`config.mk`:
```
export PLATFORM = sky130hd
export DESIGN_NAME = sc_top
export DESIGN_NICKNAME = d
export VERILOG_FILES = /design/src/logic/sc_pkg.sv /design/src/logic/sc_apb_regs.sv /design/src/logic/sc_window_ctrl.sv /design/src/logic/sc_stream_gen.sv /design/src/logic/sc_bitstream_ops.sv /design/src/logic/sc_accumulators.sv /design/src/logic/sc_top.sv
export SDC_FILE = /design/constraint.sdc
export NUM_CORES = 1
export LEC_CHECK = 0
export BUFFER_PORTS_ARGS = -buffer_cell sky130_fd_sc_hd__buf_4
export CAP_MARGIN = 20
export CORE_MARGIN = 4
export CORE_UTILIZATION = 43
export CTS_BUF_LIST = sky130_fd_sc_hd__clkbuf_4
export CTS_CLUSTER_SIZE = 12
export DETAILED_ROUTE_END_ITERATION = 6
export GPL_ROUTABILITY_DRIVEN = 0
export SYNTH_ARGS = -nofsm -noshare
export SYNTH_HDL_FRONTEND = slang
export SYNTH_SLANG_ARGS = --single-unit
```
`constraint.sdc`:
```
create_clock -name clk -period 6.9 [get_ports clk]
set_input_delay 0.345 -clock clk [delete_from_list [all_inputs] [get_ports clk]]
set_output_delay 0.345 -clock clk [all_outputs]
set_load 0.03 [all_outputs]
```
`src/logic/sc_pkg.sv`:
```
// Shared widths and register map; window exponent limited to 8..17, all widths tied to LFSR slicing
package sc_pkg;

  // Bipolar 9-bit value, 511 is close to +1
  typedef logic [8:0]  operand_t;
  typedef logic [30:0] lfsr_t;
  typedef logic [17:0] count_t;     // Holds up to 2^17
  typedef logic [4:0]  win_log2_t;
  typedef logic [7:0]  apb_addr_t;  // Byte address
  typedef logic [31:0] apb_data_t;

  typedef enum logic [1:0] {
    IDLE,
    LOAD,  // One cycle, seed and clears
    RUN    // 2^L counting cycles
  } run_state_t;

  // LFSR seed and feedback taps
  localparam lfsr_t LFSR_SEED   = 31'd134995;
  localparam int    LFSR_TAP_HI = 30;
  localparam int    LFSR_TAP_LO = 27;

  localparam operand_t SEL_THRESHOLD = 9'd256;  // Select probability of 1/2

  localparam win_log2_t WIN_LOG2_MIN = 5'd8;
  localparam win_log2_t WIN_LOG2_MAX = 5'd17;
  localparam operand_t  RESULT_MAX   = 9'd511;

  // Register map
  localparam apb_addr_t ADDR_OPERAND_A = 8'h00;
  localparam apb_addr_t ADDR_OPERAND_B = 8'h04;
  localparam apb_addr_t ADDR_CTRL      = 8'h08;
  localparam apb_addr_t ADDR_STATUS    = 8'h0C;
  localparam apb_addr_t ADDR_RES_MUL   = 8'h10;
  localparam apb_addr_t ADDR_RES_ADD   = 8'h14;
  localparam apb_addr_t ADDR_RES_SQR   = 8'h18;

  // CTRL fields
  localparam int CTRL_START_BIT = 0;   // Write-one start
  localparam int CTRL_L_LSB     = 8;
  localparam int CTRL_L_MSB     = 12;

  // STATUS fields
  localparam int STATUS_BUSY_BIT = 0;
  localparam int STATUS_DONE_BIT = 1;

endpackage

```
`src/logic/sc_apb_regs.sv`:
```
// APB slave with no wait states; config writes rejected while busy, errored transfers change nothing
`timescale 1ns/1ns

module sc_apb_regs import sc_pkg::*; (
  input  logic      clk,
  input  logic      rst_n,
  input  logic      psel,
  input  logic      penable,
  input  logic      pwrite,
  input  apb_addr_t paddr,
  input  apb_data_t pwdata,
  output apb_data_t prdata,
  output logic      pready,
  output logic      pslverr,
  input  logic      busy,
  input  logic      done,
  input  operand_t  res_mul,
  input  operand_t  res_add,
  input  operand_t  res_sqr,
  output operand_t  operand_a,
  output operand_t  operand_b,
  output win_log2_t win_log2,
  output logic      start
);

  logic      access;     // Access phase, transfer takes effect here
  logic      locked;     // Run active or start pulse in flight
  logic      mapped;
  logic      wr_cfg;     // Write to operand or CTRL
  logic      start_req;
  logic      l_ok;
  logic      err;
  win_log2_t wr_l;       // L field of write data

  assign access = psel & penable;
  assign locked = busy | start;  // Covers the cycle before busy rises
  assign pready = 1'b1;

  assign wr_l = pwdata[CTRL_L_MSB:CTRL_L_LSB];
  assign l_ok = (wr_l >= WIN_LOG2_MIN) && (wr_l <= WIN_LOG2_MAX);

  // Address decode
  always_comb begin
    case (paddr)
      ADDR_OPERAND_A, ADDR_OPERAND_B, ADDR_CTRL, ADDR_STATUS,
      ADDR_RES_MUL, ADDR_RES_ADD, ADDR_RES_SQR: mapped = 1'b1;
      default:                                  mapped = 1'b0;
    endcase
  end

  assign wr_cfg    = pwrite && (paddr == ADDR_OPERAND_A || paddr == ADDR_OPERAND_B ||
                                paddr == ADDR_CTRL);
  assign start_req = pwrite && (paddr == ADDR_CTRL) && pwdata[CTRL_START_BIT];

  // Error sources, any one blocks the whole transfer
  assign err     = !mapped || (wr_cfg && locked) || (start_req && !l_ok);
  assign pslverr = access & err;

  always_ff @(posedge clk or posedge rst_n) begin
    if (rst_n) begin
      operand_a <= '0;
      operand_b <= '0;
      win_log2  <= WIN_LOG2_MIN;
      start     <= 1'b0;
    end else begin
      start <= access && start_req && !err;  // One-cycle pulse
      if (access && pwrite && !err) begin
        case (paddr)
          ADDR_OPERAND_A: operand_a <= operand_t'(pwdata);
          ADDR_OPERAND_B: operand_b <= operand_t'(pwdata);
          ADDR_CTRL: begin
            if (l_ok)
              win_log2 <= wr_l;  // Out-of-range L ignored without start
          end
          default: ;             // Read-only registers
        endcase
      end
    end
  end

  // Read mux, unused bits zero
  always_comb begin
    prdata = '0;
    case (paddr)
      ADDR_OPERAND_A: prdata = apb_data_t'(operand_a);
      ADDR_OPERAND_B: prdata = apb_data_t'(operand_b);
      ADDR_CTRL:      prdata[CTRL_L_MSB:CTRL_L_LSB] = win_log2;
      ADDR_STATUS: begin
        prdata[STATUS_BUSY_BIT] = locked;
        prdata[STATUS_DONE_BIT] = done;
      end
      ADDR_RES_MUL:   prdata = apb_data_t'(res_mul);
      ADDR_RES_ADD:   prdata = apb_data_t'(res_add);
      ADDR_RES_SQR:   prdata = apb_data_t'(res_sqr);
      default: ;
    endcase
  end

  // Error response only in access phase
  a_err_in_access: assert property (@(posedge clk) disable iff (rst_n)
    pslverr |-> (psel && penable));

endmodule

```
`src/logic/sc_window_ctrl.sv`:
```
// Run FSM; L must stay stable while busy, the register block enforces that
`timescale 1ns/1ns

module sc_window_ctrl import sc_pkg::*; (
  input  logic      clk,
  input  logic      rst_n,
  input  logic      start,
  input  win_log2_t win_log2,
  output logic      load,
  output logic      run,
  output logic      last,
  output logic      busy,
  output logic      done
);

  run_state_t state;
  count_t     cnt;       // RUN cycle index
  count_t     win_len;   // 2^L

  assign win_len = count_t'(1) << win_log2;

  assign load = (state == LOAD);
  assign run  = (state == RUN);
  assign busy = (state != IDLE);
  assign last = run && (cnt == win_len - count_t'(1));  // Final window cycle

  always_ff @(posedge clk or posedge rst_n) begin
    if (rst_n) begin
      state <= IDLE;
      cnt   <= '0;
      done  <= 1'b0;
    end else begin
      case (state)
        IDLE: begin
          if (start) begin
            state <= LOAD;
            done  <= 1'b0;  // Cleared by a new run
          end
        end
        LOAD: begin
          state <= RUN;
          cnt   <= '0;
        end
        RUN: begin
          if (last) begin
            state <= IDLE;
            done  <= 1'b1;
          end else begin
            cnt <= cnt + count_t'(1);
          end
        end
        default: state <= IDLE;
      endcase
    end
  end

  // Start only accepted from idle
  a_start_not_busy: assert property (@(posedge clk) disable iff (rst_n)
    start |-> !busy);

  // Last inside RUN, then idle with done
  a_last_ends_run: assert property (@(posedge clk) disable iff (rst_n)
    last |-> run ##1 (done && !busy));

endmodule

```
`src/logic/sc_stream_gen.sv`:
```
// LFSR reseeded at every LOAD, holds between runs; stream bits are combinational from its state
`timescale 1ns/1ns

module sc_stream_gen import sc_pkg::*; (
  input  logic     clk,
  input  logic     rst_n,
  input  logic     load,
  input  logic     run,
  input  operand_t operand_a,
  input  operand_t operand_b,
  output logic     bit_a,
  output logic     bit_a_alt,
  output logic     bit_b,
  output logic     bit_sel
);

  lfsr_t    lfsr;
  logic     fb;          // Feedback into bit 0
  operand_t sel_slice;   // Scrambled slice for the adder select

  assign fb = lfsr[LFSR_TAP_HI] ^ lfsr[LFSR_TAP_LO];

  // Shift toward the high bit, one step per RUN cycle
  always_ff @(posedge clk or posedge rst_n) begin
    if (rst_n) begin
      lfsr <= LFSR_SEED;
    end else if (load) begin
      lfsr <= LFSR_SEED;   // Same sequence every run
    end else if (run) begin
      lfsr <= {lfsr[29:0], fb};
    end
  end

  // Select slice mixes low, high and middle bits
  assign sel_slice = {lfsr[3:1], lfsr[30:26], lfsr[11]};

  // Comparators, bit high when random slice below reference
  assign bit_a     = (lfsr[8:0]   < operand_a);
  assign bit_a_alt = (lfsr[20:12] < operand_a);  // Shares slice with bit_b
  assign bit_b     = (lfsr[20:12] < operand_b);
  assign bit_sel   = (sel_slice   < SEL_THRESHOLD);

endmodule

```
`src/logic/sc_bitstream_ops.sv`:
```
// Bipolar bitstream operators; squarer delay only advances in RUN
`timescale 1ns/1ns

module sc_bitstream_ops (
  input  logic clk,
  input  logic rst_n,
  input  logic load,
  input  logic run,
  input  logic bit_a,
  input  logic bit_a_alt,
  input  logic bit_b,
  input  logic bit_sel,
  output logic mul_bit,
  output logic add_bit,
  output logic sqr_bit
);

  logic a_dly;   // bit_a from previous RUN cycle

  always_ff @(posedge clk or posedge rst_n) begin
    if (rst_n) begin
      a_dly <= 1'b0;
    end else if (load) begin
      a_dly <= 1'b0;     // Zero in first RUN cycle
    end else if (run) begin
      a_dly <= bit_a;
    end
  end

  // XNOR is the bipolar product
  assign mul_bit = ~(bit_a ^ bit_b);

  // Mux with p(sel) = 1/2 gives the scaled sum
  assign add_bit = bit_sel ? bit_b : bit_a;

  // Delayed copy decorrelates the two streams of A
  assign sqr_bit = ~(bit_a_alt ^ a_dly);

endmodule

```
`src/logic/sc_accumulators.sv`:
```
// Ones counters over a 2^L window; result is count >> (L-8) clamped at 511, held until next capture
`timescale 1ns/1ns

module sc_accumulators import sc_pkg::*; (
  input  logic      clk,
  input  logic      rst_n,
  input  logic      load,
  input  logic      run,
  input  logic      last,
  input  win_log2_t win_log2,
  input  logic      mul_bit,
  input  logic      add_bit,
  input  logic      sqr_bit,
  output operand_t  res_mul,
  output operand_t  res_add,
  output operand_t  res_sqr
);

  logic [2:0] op_bits;     // Index 0 mul, 1 add, 2 sqr
  count_t     cnt [3];
  count_t     total [3];   // Count including this cycle's bit
  count_t     scaled [3];
  operand_t   res [3];
  win_log2_t  shift;

  assign op_bits = {sqr_bit, add_bit, mul_bit};
  assign shift   = win_log2 - WIN_LOG2_MIN;  // L is never below 8

  always_comb begin
    for (int i = 0; i < 3; i++) begin
      total[i]  = cnt[i] + count_t'(op_bits[i]);
      scaled[i] = total[i] >> shift;
    end
  end

  always_ff @(posedge clk or posedge rst_n) begin
    if (rst_n) begin
      for (int i = 0; i < 3; i++) begin
        cnt[i] <= '0;
        res[i] <= '0;
      end
    end else begin
      for (int i = 0; i < 3; i++) begin
        if (load)
          cnt[i] <= '0;
        else if (run)
          cnt[i] <= total[i];
        // Capture on final cycle, saturate to 9 bits
        if (last) begin
          if (scaled[i] > count_t'(RESULT_MAX))
            res[i] <= RESULT_MAX;
          else
            res[i] <= operand_t'(scaled[i]);
        end
      end
    end
  end

  assign res_mul = res[0];
  assign res_add = res[1];
  assign res_sqr = res[2];

endmodule

```
`src/logic/sc_top.sv`:
```
// Stochastic mul/add/square core behind APB; one run at a time, results valid once STATUS.done is set
`timescale 1ns/1ns

module sc_top import sc_pkg::*; (
  input  logic      clk,
  input  logic      rst_n,
  input  logic      psel,
  input  logic      penable,
  input  logic      pwrite,
  input  apb_addr_t paddr,
  input  apb_data_t pwdata,
  output apb_data_t prdata,
  output logic      pready,
  output logic      pslverr
);

  operand_t  operand_a;
  operand_t  operand_b;
  win_log2_t win_log2;
  logic      start;
  logic      load;
  logic      run;
  logic      last;
  logic      busy;
  logic      done;
  logic      bit_a;
  logic      bit_a_alt;
  logic      bit_b;
  logic      bit_sel;
  logic      mul_bit;
  logic      add_bit;
  logic      sqr_bit;
  operand_t  res_mul;
  operand_t  res_add;
  operand_t  res_sqr;

  // Register block
  sc_apb_regs u_regs (
    .clk(clk), .rst_n(rst_n), .psel(psel), .penable(penable), .pwrite(pwrite),
    .paddr(paddr), .pwdata(pwdata), .prdata(prdata), .pready(pready),
    .pslverr(pslverr), .busy(busy), .done(done), .res_mul(res_mul),
    .res_add(res_add), .res_sqr(res_sqr), .operand_a(operand_a),
    .operand_b(operand_b), .win_log2(win_log2), .start(start)
  );

  // Window sequencing
  sc_window_ctrl u_ctrl (
    .clk(clk), .rst_n(rst_n), .start(start), .win_log2(win_log2), .load(load),
    .run(run), .last(last), .busy(busy), .done(done)
  );

  // Datapath, LFSR -> bit ops -> counters
  sc_stream_gen u_gen (
    .clk(clk), .rst_n(rst_n), .load(load), .run(run), .operand_a(operand_a),
    .operand_b(operand_b), .bit_a(bit_a), .bit_a_alt(bit_a_alt), .bit_b(bit_b),
    .bit_sel(bit_sel)
  );

  sc_bitstream_ops u_ops (
    .clk(clk), .rst_n(rst_n), .load(load), .run(run), .bit_a(bit_a),
    .bit_a_alt(bit_a_alt), .bit_b(bit_b), .bit_sel(bit_sel), .mul_bit(mul_bit),
    .add_bit(add_bit), .sqr_bit(sqr_bit)
  );

  sc_accumulators u_acc (
    .clk(clk), .rst_n(rst_n), .load(load), .run(run), .last(last),
    .win_log2(win_log2), .mul_bit(mul_bit), .add_bit(add_bit), .sqr_bit(sqr_bit),
    .res_mul(res_mul), .res_add(res_add), .res_sqr(res_sqr)
  );

endmodule

```
# After elaboration in Yosys (flattened, before gate mapping)
# Cells that the tools add are included.
# totals
ff_bits	158
out_inout_bits	34
elab_cells	110
# classes
add_sub_neg	6
magnitude_cmp	9
eq_ne	12
shift	4
n_mux	26
n_bitwise	8
n_reduce_logical	30
# ops
operator	count
18-bit two-way mux	7
31-bit two-way mux	2
18-bit by 1-bit adder with 18-bit output	3
18-bit by 9-bit > comparator with 1-bit output, second input constant	3
18-bit by 5-bit >> shifter with 18-bit output	3
18-bit case mux with 2 select lines	1
5-bit case mux with 6 select lines	1
6-bit case mux with 5 select lines	1
9-bit less-than comparator	3
9-bit two-way mux	3
8-bit by 5-bit equality test with 1-bit output, second input constant	3
18-bit by 1-bit adder with 18-bit output, second input constant	1
18-bit equality test	1
1-bit by 5-bit << shifter with 18-bit output, first input constant	1
18-bit by 1-bit subtractor with 18-bit output, second input constant	1
8-bit by 4-bit equality test with 1-bit output, second input constant	2
2-bit case mux with 6 select lines	1
1-bit logical AND	11
9-bit less-than comparator, second input constant	1
8-bit by 3-bit equality test with 1-bit output, second input constant	1
8-bit logical NOT	1
2-bit AND reduction	4
7-bit OR reduction	1
1-bit two-way mux	6
other kinds (18)	33

# Depth between registers and ports, before layout
# Gate-level depths: netlist (run 1).
# logic_depth
word_depth	10
depth_mapped	23
mapped_depth_nobuf	21

# Modules after synthesis
# Synthesis (run 1) repeated with hierarchy kept, for this count alone.
# unflattened
cells_unflattened	1691
hier_area_um2	13848.3
# by_module_without_submodules
module	n_inst	cells_per_inst	area_per_inst_um2
sc_accumulators	1	1067	8018.9
sc_window_ctrl	1	274	2140.8
sc_stream_gen	1	186	1896.8
sc_apb_regs	1	157	1716.6
sc_bitstream_ops	1	7	75.1

# Least setup slack after synthesis (run 1)
# OpenSTA, ideal clock, no wires.
# synth_timing
path_type	register to register
start	register u_gen.lfsr[1]
end	register u_acc.res, in the netlist u_acc.res_add[8]
t_arrival_ns	4.080
path_slack_ns	2.680
path_stages_with_launch	22
n_path_buf	1
period_less_slack_ns	4.220
cell_sequence	dfstp_2 -> ha_1 -> a21o_1 -> a21o_1 -> a21o_1 -> a21oi_1 -> nor2b_1 -> o21ai_0 -> a211o_1 -> mux2_2 -> ha_1 -> ha_1 -> and4_1 -> clkbuf_1 -> and3_1 -> o211ai_1 -> o311ai_0 -> mux2i_1 -> mux2i_1 -> a31oi_1 -> a2111oi_4 -> a21oi_1
# synth_between
elab_chain_len	6
elab_cells_between_ends	7
classes_between	add/sub: 1; order compare: 3; shift: 1; mux: 2
# synth_rtl
item	line_no	source
start, declared	sc_stream_gen.sv:17	lfsr_t lfsr;
start signal, assigned	sc_stream_gen.sv:30	lfsr <= {lfsr[29:0], fb};
9-bit less-than comparator (on tied branches)	sc_stream_gen.sv:38, sc_stream_gen.sv:41	
1-bit two-way mux (*)	sc_bitstream_ops.sv:34	assign add_bit = bit_sel ? bit_b : bit_a;
18-bit by 1-bit adder with 18-bit output (*)	sc_accumulators.sv:31	total[i] = cnt[i] + count_t'(op_bits[i]);
18-bit by 5-bit >> shifter with 18-bit output (*)	sc_accumulators.sv:32	scaled[i] = total[i] >> shift;
18-bit by 9-bit > comparator with 1-bit output	sc_accumulators.sv:50	if (scaled[i] > count_t'(RESULT_MAX))
9-bit two-way mux (*)	sc_accumulators.sv:50	
end signal, assigned by index	sc_accumulators.sv:53	res[i] <= operand_t'(scaled[i]);
end, declared	sc_accumulators.sv:23	operand_t res [3];
# Mark *: on every way between the ends. The rest lies on a longest branch, timed or not.
# A chain may end at the register's enable or synchronous reset.

# Worst setup path after layout (run 1)
# layout_timing
start	register u_gen.lfsr[1]
end	register u_acc.res, in the netlist u_acc.res_mul[8]
# layout_between
elab_chain_len	7
# layout_rtl
item	line_no	source
9-bit less-than comparator (*)	sc_stream_gen.sv:38	assign bit_a = (lfsr[8:0] < operand_a);
1-bit bitwise XOR (*)	sc_bitstream_ops.sv:31	assign mul_bit = ~(bit_a ^ bit_b);
1-bit NOT (*)	sc_bitstream_ops.sv:31	
18-bit by 1-bit adder with 18-bit output (*)	sc_accumulators.sv:31	
18-bit by 5-bit >> shifter with 18-bit output (*)	sc_accumulators.sv:32	
18-bit by 9-bit > comparator with 1-bit output	sc_accumulators.sv:50	
9-bit two-way mux (*)	sc_accumulators.sv:50	
# Marked as above.

==> metrics.cfg, run 1 <==
[status]
run_status=finished, final reports clean

[finish]
fillCellCount=2833
finish.utilization=0.463
final_layout_size_suffix_gt1_frac=0.123
flow.area_growth_from_synthesis_pct=5.57
final_net_count=1560
final-instance-count-excl-fill=1875

[floorplan]
die-area_sq_um=32400
die_height_microns=180
boundaryPins=79
die-width_microns=180
rows=62
placeable_area_sq_um=28900
start_util=0.439

[placement]
port_buffers=39
post-place-cells=1827
detailed_place_hpwl_microns=23900
pre_cts_slack_ns=1.69

[job]
drv.max_cap_violation_count=0

[worst_hold_path]
min_delay_worst_endpoint=u_regs.start$_DFF_PP0_
holdCritPathClass=primary input to register
hold_path.startpoint=pwrite
hold_depth=3

[power_and_ir_drop]
power_density_normalized_to_cell_area_nw_per_um2=258
power.total_mw=3.46
leakage_nw=5.32
peakVddDrop_uv=169
net_switching_fraction_of_the_power=0.456
comb_power_share=0.436
switching_power_mw=1.58
pwr-share-seq=0.385
clkPwrFrac=0.179
cellInternalPower_mw=1.88

[global_route]
grt_overflow_total=0
grt_pass1_wl_microns=57500
number_of_antenna_violations_at_the_first_check_in_global_routing=2
grt_max_degree=108
first_global_vias=10700
gr-usage-all-layers=0.211

[timing]
timing.slew.headroom=0.372
layout_min_cycle_time_ns=5.31
finClkSkew_ns=0.0359
setup_slack_ns=1.59
timing_hold_violations_final=0
fmax_ghz=0.188
layout_worst_path_cycle_share=0.770
timing.final.max_slew_violations=0
fin_tns_setup_ns=0
rsz_0062_raised_after_global_routing=no
max_slew.worst_pin.slew_ns=0.930
final-setup-viol-count=0

[synth]
synth-seq-area-share=0.312
synth_area_sq_um=12700
synth.lib_cells_used.distinct=97
synth_top_area_frac=0.292
synth_ff_type=dfrtp_1
synth-seq-cells=158
synthCells=1522
post_synth.cell_area_avg_sq_um=8.35
ys_warn_count=0
number_of_flops_mapped_to_enable_cells_by_yosys=0
yosysTopAreaCell=dfrtp_1
ys_top_cells_by_area=dfrtp_1 29%, a21oi_1 4.5%, nor2_1 3.8%
postSynth.asyncResetShare=1.00

[detailed_routing]
detailedRoute.firstIterationViolations=1343
drtPass1Iterations=6
drcViolationCount=0
routed_wl_microns=34700
vias=11400
wire_per_inst_microns=18.5
drt.antenna.violating_nets=0
post_drt_via_cell_ratio=6.08

[clocking]
cts_setup_buffers=0
path_clk_slew_ns=0.20
clk_path_buf_depth=2
clock_sink_count=158
tritoncts_clock_tree=done
worstSkewPairLatency_ns=0.60
cts_inserted_buffers=17
clk_root_buffer_cell=clkbuf_4
cts.repair.resized=0
ctsHtreeMaxLevel=4
cts_hold_buf=14

[worst_setup_path]
crit_path_start_kind=register
worst-path-max-fanout=9
regToRegSetupSlack_ns=1.59
worst_ep_arrival_time_ns=5.76
ff2ff_path_depth=20
crit_type=register to register
r2r-end=u_acc.res_mul[8]$_DFFE_PP0P_
timing.critical_path.to_type=register
cp_data_required_time_ns=7.35
crit-reg2reg-launch=u_gen.lfsr[1]$_DFFE_PP1P_

## placed cells by master (no fill, tap or decap), types with 11 or more instances in the layout
| cell | instances |
|---|---|
| dlygate4sd3_1 | 14 |
| o22ai_1 | 33 |
| ha_1 | 37 |
| a211oi_1 | 15 |
| mux2_2 | 32 |
| a22oi_1 | 26 |
| nor4_1 | 15 |
| mux2i_1 | 39 |
| o2bb2ai_1 | 32 |
| and3_1 | 23 |
| o21ai_0 | 64 |
| dfrtp_1 | 145 |
| a21oi_1 | 114 |
| buf_4 | 53 |
| a31oi_1 | 24 |
| a21o_1 | 19 |
| inv_1 | 51 |
| o211ai_1 | 15 |
| nand4_1 | 23 |
| nor2_1 | 129 |
| nand3_1 | 56 |
| o221ai_1 | 11 |
| nand2b_1 | 17 |
| xor2_1 | 13 |
| xnor2_1 | 32 |
| nor2b_1 | 11 |
| o31ai_1 | 13 |
| a22o_1 | 21 |
| nand2_1 | 96 |
| clkbuf_4 | 17 |
| conb_1 | 20 |
| nor3_1 | 62 |
## worst max-delay path by stage
| stage | start | endpoint | cells after the start | slack [ns] |
|---|---|---|---|---|
| floorplan | rst_n | u_acc.cnt[0]$_DFFE_PP0P_ | 1 | 2.31 |
| finish | u_gen.lfsr[1]$_DFFE_PP1P_ | u_acc.res_mul[8]$_DFFE_PP0P_ | 20 | 1.59 |
| detailed placement | u_gen.lfsr[1]$_DFFE_PP1P_ | u_acc.res_mul[8]$_DFFE_PP0P_ | 20 | 1.69 |
| global placement | u_gen.lfsr[1]$_DFFE_PP1P_ | u_acc.res_mul[8]$_DFFE_PP0P_ | 20 | 1.70 |
| CTS | u_gen.lfsr[1]$_DFFE_PP1P_ | u_acc.res_mul[2]$_DFFE_PP0P_ | 20 | 1.57 |
| global route | u_gen.lfsr[1]$_DFFE_PP1P_ | u_acc.res_mul[4]$_DFFE_PP0P_ | 20 | 1.01 |
## layer usage
layer / up-vias / global-route usage / wire length [microns]
met3: 35 / 0.0366 / 2020
met4: 2 / 0.0454 / 492
met2: 326 / 0.331 / 15700
met1: 5463 / 0.306 / 16400
met5: - / 0 / 7
li1: 5574 / - / -
## cell usage after synthesis (all sizes together), types with 26 or more instances
library cell,n
buf,87
a21oi,120
nor2,131
dfrtp,148
mux2i,39
inv,56
nand3,56
clkbuf,63
o2bb2ai,32
ha,38
nand4,26
a22oi,26
mux2,32
o22ai,33
xnor2,34
nand2,96
nor3,68
o21ai,66
## registers in the layout (all words and copies together) (netlist names)
signal,cells
u_acc.cnt,54
u_acc.res_add,9
u_acc.res_mul,9
u_acc.res_sqr,9
u_ctrl.cnt,18
u_ctrl.done,1
u_ctrl.state,2
u_gen.lfsr,31
u_ops.a_dly,1
u_regs.operand_a,9
u_regs.operand_b,9
u_regs.start,1
u_regs.win_log2,5
## kinds of logic (layout without fill, tap and decap cells)
group / Yosys count / count (layout) / share of synthesized area
muxes: 72 / 72 / 0.0609
other: 2 / 21 / 0.000591
xor gates and xnor gates: 48 / 48 / 0.0362
DFF: 158 / 158 / 0.312
adders and majority gates: 38 / 38 / 0.0374
AOI/OAI and AO/OA: 482 / 482 / 0.263
buffers and inverters: 206 / 156 / 0.0750
and+or+nand+nor: 516 / 516 / 0.214
## stage by stage
stage | hold WS [ns] | cell area, sq um
4_1_cts | 0.118 | 13400
3_3_place_gp | 0.475 | 12900
2_1_floorplan | 0.458 | 12800
5_1_grt | 0.133 | 13400
3_5_place_dp | 0.481 | 12900
6_report | 0.166 | 13400
## final cells by class
class                           instances  area [sq um]  share of cell area
Inverter                               56           215              0.0160
Multi-Input combinational cell       1176          7860               0.586
Timing Repair Buffer                   68           566              0.0422
Clock inverter                         15           189              0.0141
Sequential cell                       158          3970               0.296
Tap cell                              384           480              0.0358
Clock buffer                           17           128             0.00952
Antenna cell                            1          2.50            0.000187
## critical path, cell delays in order (launching register included)
cell	delay [ns]
dfstp_2	0.59
ha_1	0.22
a21o_1	0.16
a21o_1	0.17
a21o_1	0.17
a21oi_1	0.15
nor2b_1	0.06
o21ai_0	0.14
a211o_1	0.21
xnor2_1	0.32
ha_1	0.27
ha_1	0.26
nand3_1	0.35
nor4_4	0.40
xnor2_1	0.17
nor2_1	0.11
nor2_1	0.08
a2111oi_0	0.54
o2111ai_1	0.24
a21oi_2	0.42
a21oi_1	0.14
## power groups by stage
stage,Combinational [mW],Clock [mW],Sequential (mW)
after global placement,1.47,0,1.34
final,1.51,0.620,1.33
after global routing,1.71,0.681,1.36
after detailed placement,1.50,0,1.35
after floorplan,1.19,0,1.25
after CTS,1.52,0.645,1.33
No activity file was read; power rests on OpenSTA's default activity.
==> inputs of run 2 (changes only) <==
==> constraint.sdc (replaced) <==
create_clock -name clk -period 4.5 [get_ports clk]
set_input_delay 0.225 -clock clk [delete_from_list [all_inputs] [get_ports clk]]
set_output_delay 0.225 -clock clk [all_outputs]
set_load 0.03 [all_outputs]
==> metrics.cfg, run 2 (synthesis results as in run 1) <==
[status]
run_status=finished, violations left
failed_checks=design-rule violations

[detailed_routing]
detailedRoute.firstIterationViolations=1231
routed_wl_microns=36800
drt.antenna.violating_nets=0
post_drt_via_cell_ratio=6.08
wire_per_inst_microns=18.4
vias=12200
drtPass1Iterations=7
drcViolationCount=1

[power_and_ir_drop]
clkPwrFrac=0.161
peakVddDrop_uv=435
pwr-share-seq=0.364
net_switching_fraction_of_the_power=0.450
switching_power_mw=2.55
power_density_normalized_to_cell_area_nw_per_um2=378
leakage_nw=6.14
cellInternalPower_mw=3.12
comb_power_share=0.475

[timing]
timing_hold_violations_final=0
final-setup-viol-count=0
timing.final.max_slew_violations=0
finClkSkew_ns=0.0286
rsz_0062_raised_after_global_routing=yes
fmax_ghz=0.224
layout_min_cycle_time_ns=4.46
layout_worst_path_cycle_share=0.992
setup_slack_ns=0.0381
timing.slew.headroom=0.393
max_slew.worst_pin.slew_ns=0.911

[worst_setup_path]
critPathLaunch=u_gen.lfsr[1]$_DFFE_PP1P_
timing.critical_path.to_type=register
worst-path-max-fanout=4
cp_data_required_time_ns=5.02
crit_path_start_kind=register
worst_ep_arrival_time_ns=4.98
crit-reg2reg-launch=u_gen.lfsr[1]$_DFFE_PP1P_
crit_type=register to register

[placement]
detailed_place_hpwl_microns=25500
pre_cts_slack_ns=-0.329
post-place-cells=1934
port_buffers=39

[floorplan]
placeable_area_sq_um=28900
die-area_sq_um=32400
start_util=0.439
die-width_microns=180
die_height_microns=180
rows=62
boundaryPins=79

[finish]
max_flop_register=u_acc.cnt
number_of_flip_flops_under_the_largest_register_name=54
mostFrequentLayoutCells=170 x buf_4, 145 x dfrtp_1, 128 x nor2_1
final_common_cell=buf_4
top_regs=u_acc.cnt: 54 flops, u_gen.lfsr: 31 flops, u_ctrl.cnt: 18 flops
final-instance-count-excl-fill=2003
flow.area_growth_from_synthesis_pct=18.0
final_net_count=1686
final_layout_size_suffix_gt1_frac=0.249

[global_route]
grt_pass1_wl_microns=59500
grt_max_degree=88
first_global_vias=11200
gr-usage-all-layers=0.219
number_of_antenna_violations_at_the_first_check_in_global_routing=1
grt_overflow_total=0

[clocking]
tritoncts_clock_tree=done
cts_inserted_buffers=17
clk_root_buffer_cell=clkbuf_4
path_clk_slew_ns=0.18
ctsHtreeMaxLevel=4
worstSkewPairLatency_ns=0.63
clk_path_buf_depth=2
clock_sink_count=158

[job]
drv.max_cap_violation_count=0

[worst_hold_path]
holdCritPathClass=primary input to register
hold_path.startpoint=paddr[3]

## run 2: cell count changes in the layout (fill, tap and decap cells not counted), moves of 7 or more
| cell | delta |
|---|---|
| a21oi_1 | -15 |
| a21oi_2 | +14 |
| buf_4 | +117 |
| buf_6 | +9 |
| ha_1 | -10 |
| ha_4 | +8 |
| nand3_1 | -8 |
| nand3_2 | +7 |
| nor3_1 | -8 |
| o21ai_0 | -9 |
| o21ai_1 | +8 |
## run 2: cell type report
| class | count | area, sq um |
|---|---|---|
| Antenna cell | 3 | 7.51 |
| Clock buffer | 17 | 128 |
| Clock inverter | 15 | 168 |
| Fill cell | 2717 | 13900 |
| Inverter | 56 | 215 |
| Multi-Input combinational cell | 1176 | 8490 |
| Sequential cell | 158 | 3970 |
| Tap cell | 384 | 480 |
| Timing Repair Buffer | 194 | 1530 |
## run 2: final timing paths
check | end | slack (ns) | depth (start not counted)
setup / recovery | u_acc.res_add[2]$_DFFE_PP0P_ | 0.04 | 21
hold / removal | u_regs.operand_b[5]$_DFFE_PP0P_ | 0.28 | 4
setup reg to reg | u_acc.res_add[2]$_DFFE_PP0P_ | 0.04 | 21
hold reg to reg | u_gen.lfsr[6]$_DFFE_PP1P_ | 0.51 | 2
max in group asynchronous | u_acc.cnt[27]$_DFFE_PP0P_ | 3.12 | 4
min in group asynchronous | u_gen.lfsr[13]$_DFFE_PP0P_ | 0.29 | 3
## run 2: metrics by stage
stage / utilization / power [mW] / setup TNS, ns / instance area, sq um / hold WS (ns)
2_1_floorplan: - / 3.75 / 0 / 12800 / 0.338
3_3_place_gp: 0.474 / 4.45 / -3.78 / 13700 / 0.450
3_5_place_dp: 0.474 / 4.49 / -4.27 / 13700 / 0.448
4_1_cts: 0.499 / 5.56 / 0 / 14500 / 0.245
5_1_grt: 0.518 / 6.11 / -3.77 / 15000 / 0.304
6_report: 0.518 / 5.66 / 0 / 15000 / 0.282
## run 2: worst max-delay path, stage by stage (launching register included)
cell,delay [ns]
dfstp_2,0.59
ha_4,0.19
a21o_1,0.17
a21o_1,0.15
a21o_1,0.16
a21oi_2,0.12
nor2b_1,0.06
o21ai_1,0.12
a211o_1,0.21
mux2_4,0.21
ha_4,0.16
buf_6,0.10
and3_4,0.21
nand4_4,0.12
or2_4,0.32
xnor2_4,0.22
a21oi_4,0.10
a211oi_2,0.29
nor3_2,0.09
a2111oi_4,0.47
buf_4,0.22
a21oi_1,0.06
## run 2: routing by layer
| metal | global-route usage | part of all wire |
|---|---|---|
| met5 | 0 | 0 |
| met4 | 0.0536 | 0.016 |
| met3 | 0.0346 | 0.057 |
| met1 | 0.313 | 0.46 |
| met2 | 0.349 | 0.46 |
## run 2: power by group through the flow
| stage | clock, mW | combinational (mW) | sequential, mW |
|---|---|---|---|
| 2_1_floorplan | 0 | 1.83 | 1.92 |
| 3_3_place_gp | 0 | 2.39 | 2.06 |
| 3_5_place_dp | 0 | 2.42 | 2.07 |
| 4_1_cts | 0.947 | 2.57 | 2.05 |
| 5_1_grt | 0.999 | 3.00 | 2.10 |
| 6_report | 0.911 | 2.69 | 2.06 |
## run 2: repair_timing
item / 4_1_cts / 5_1_grt
hold endpoints to repair: 99 / 0
pin swaps: 24 / 50
endpoints found under the setup margin: 27 / 27
setup buffers: 7 / 13
cloned: 1 / 0
resized for setup: 52 / 91
hold buffers: 15 / 0
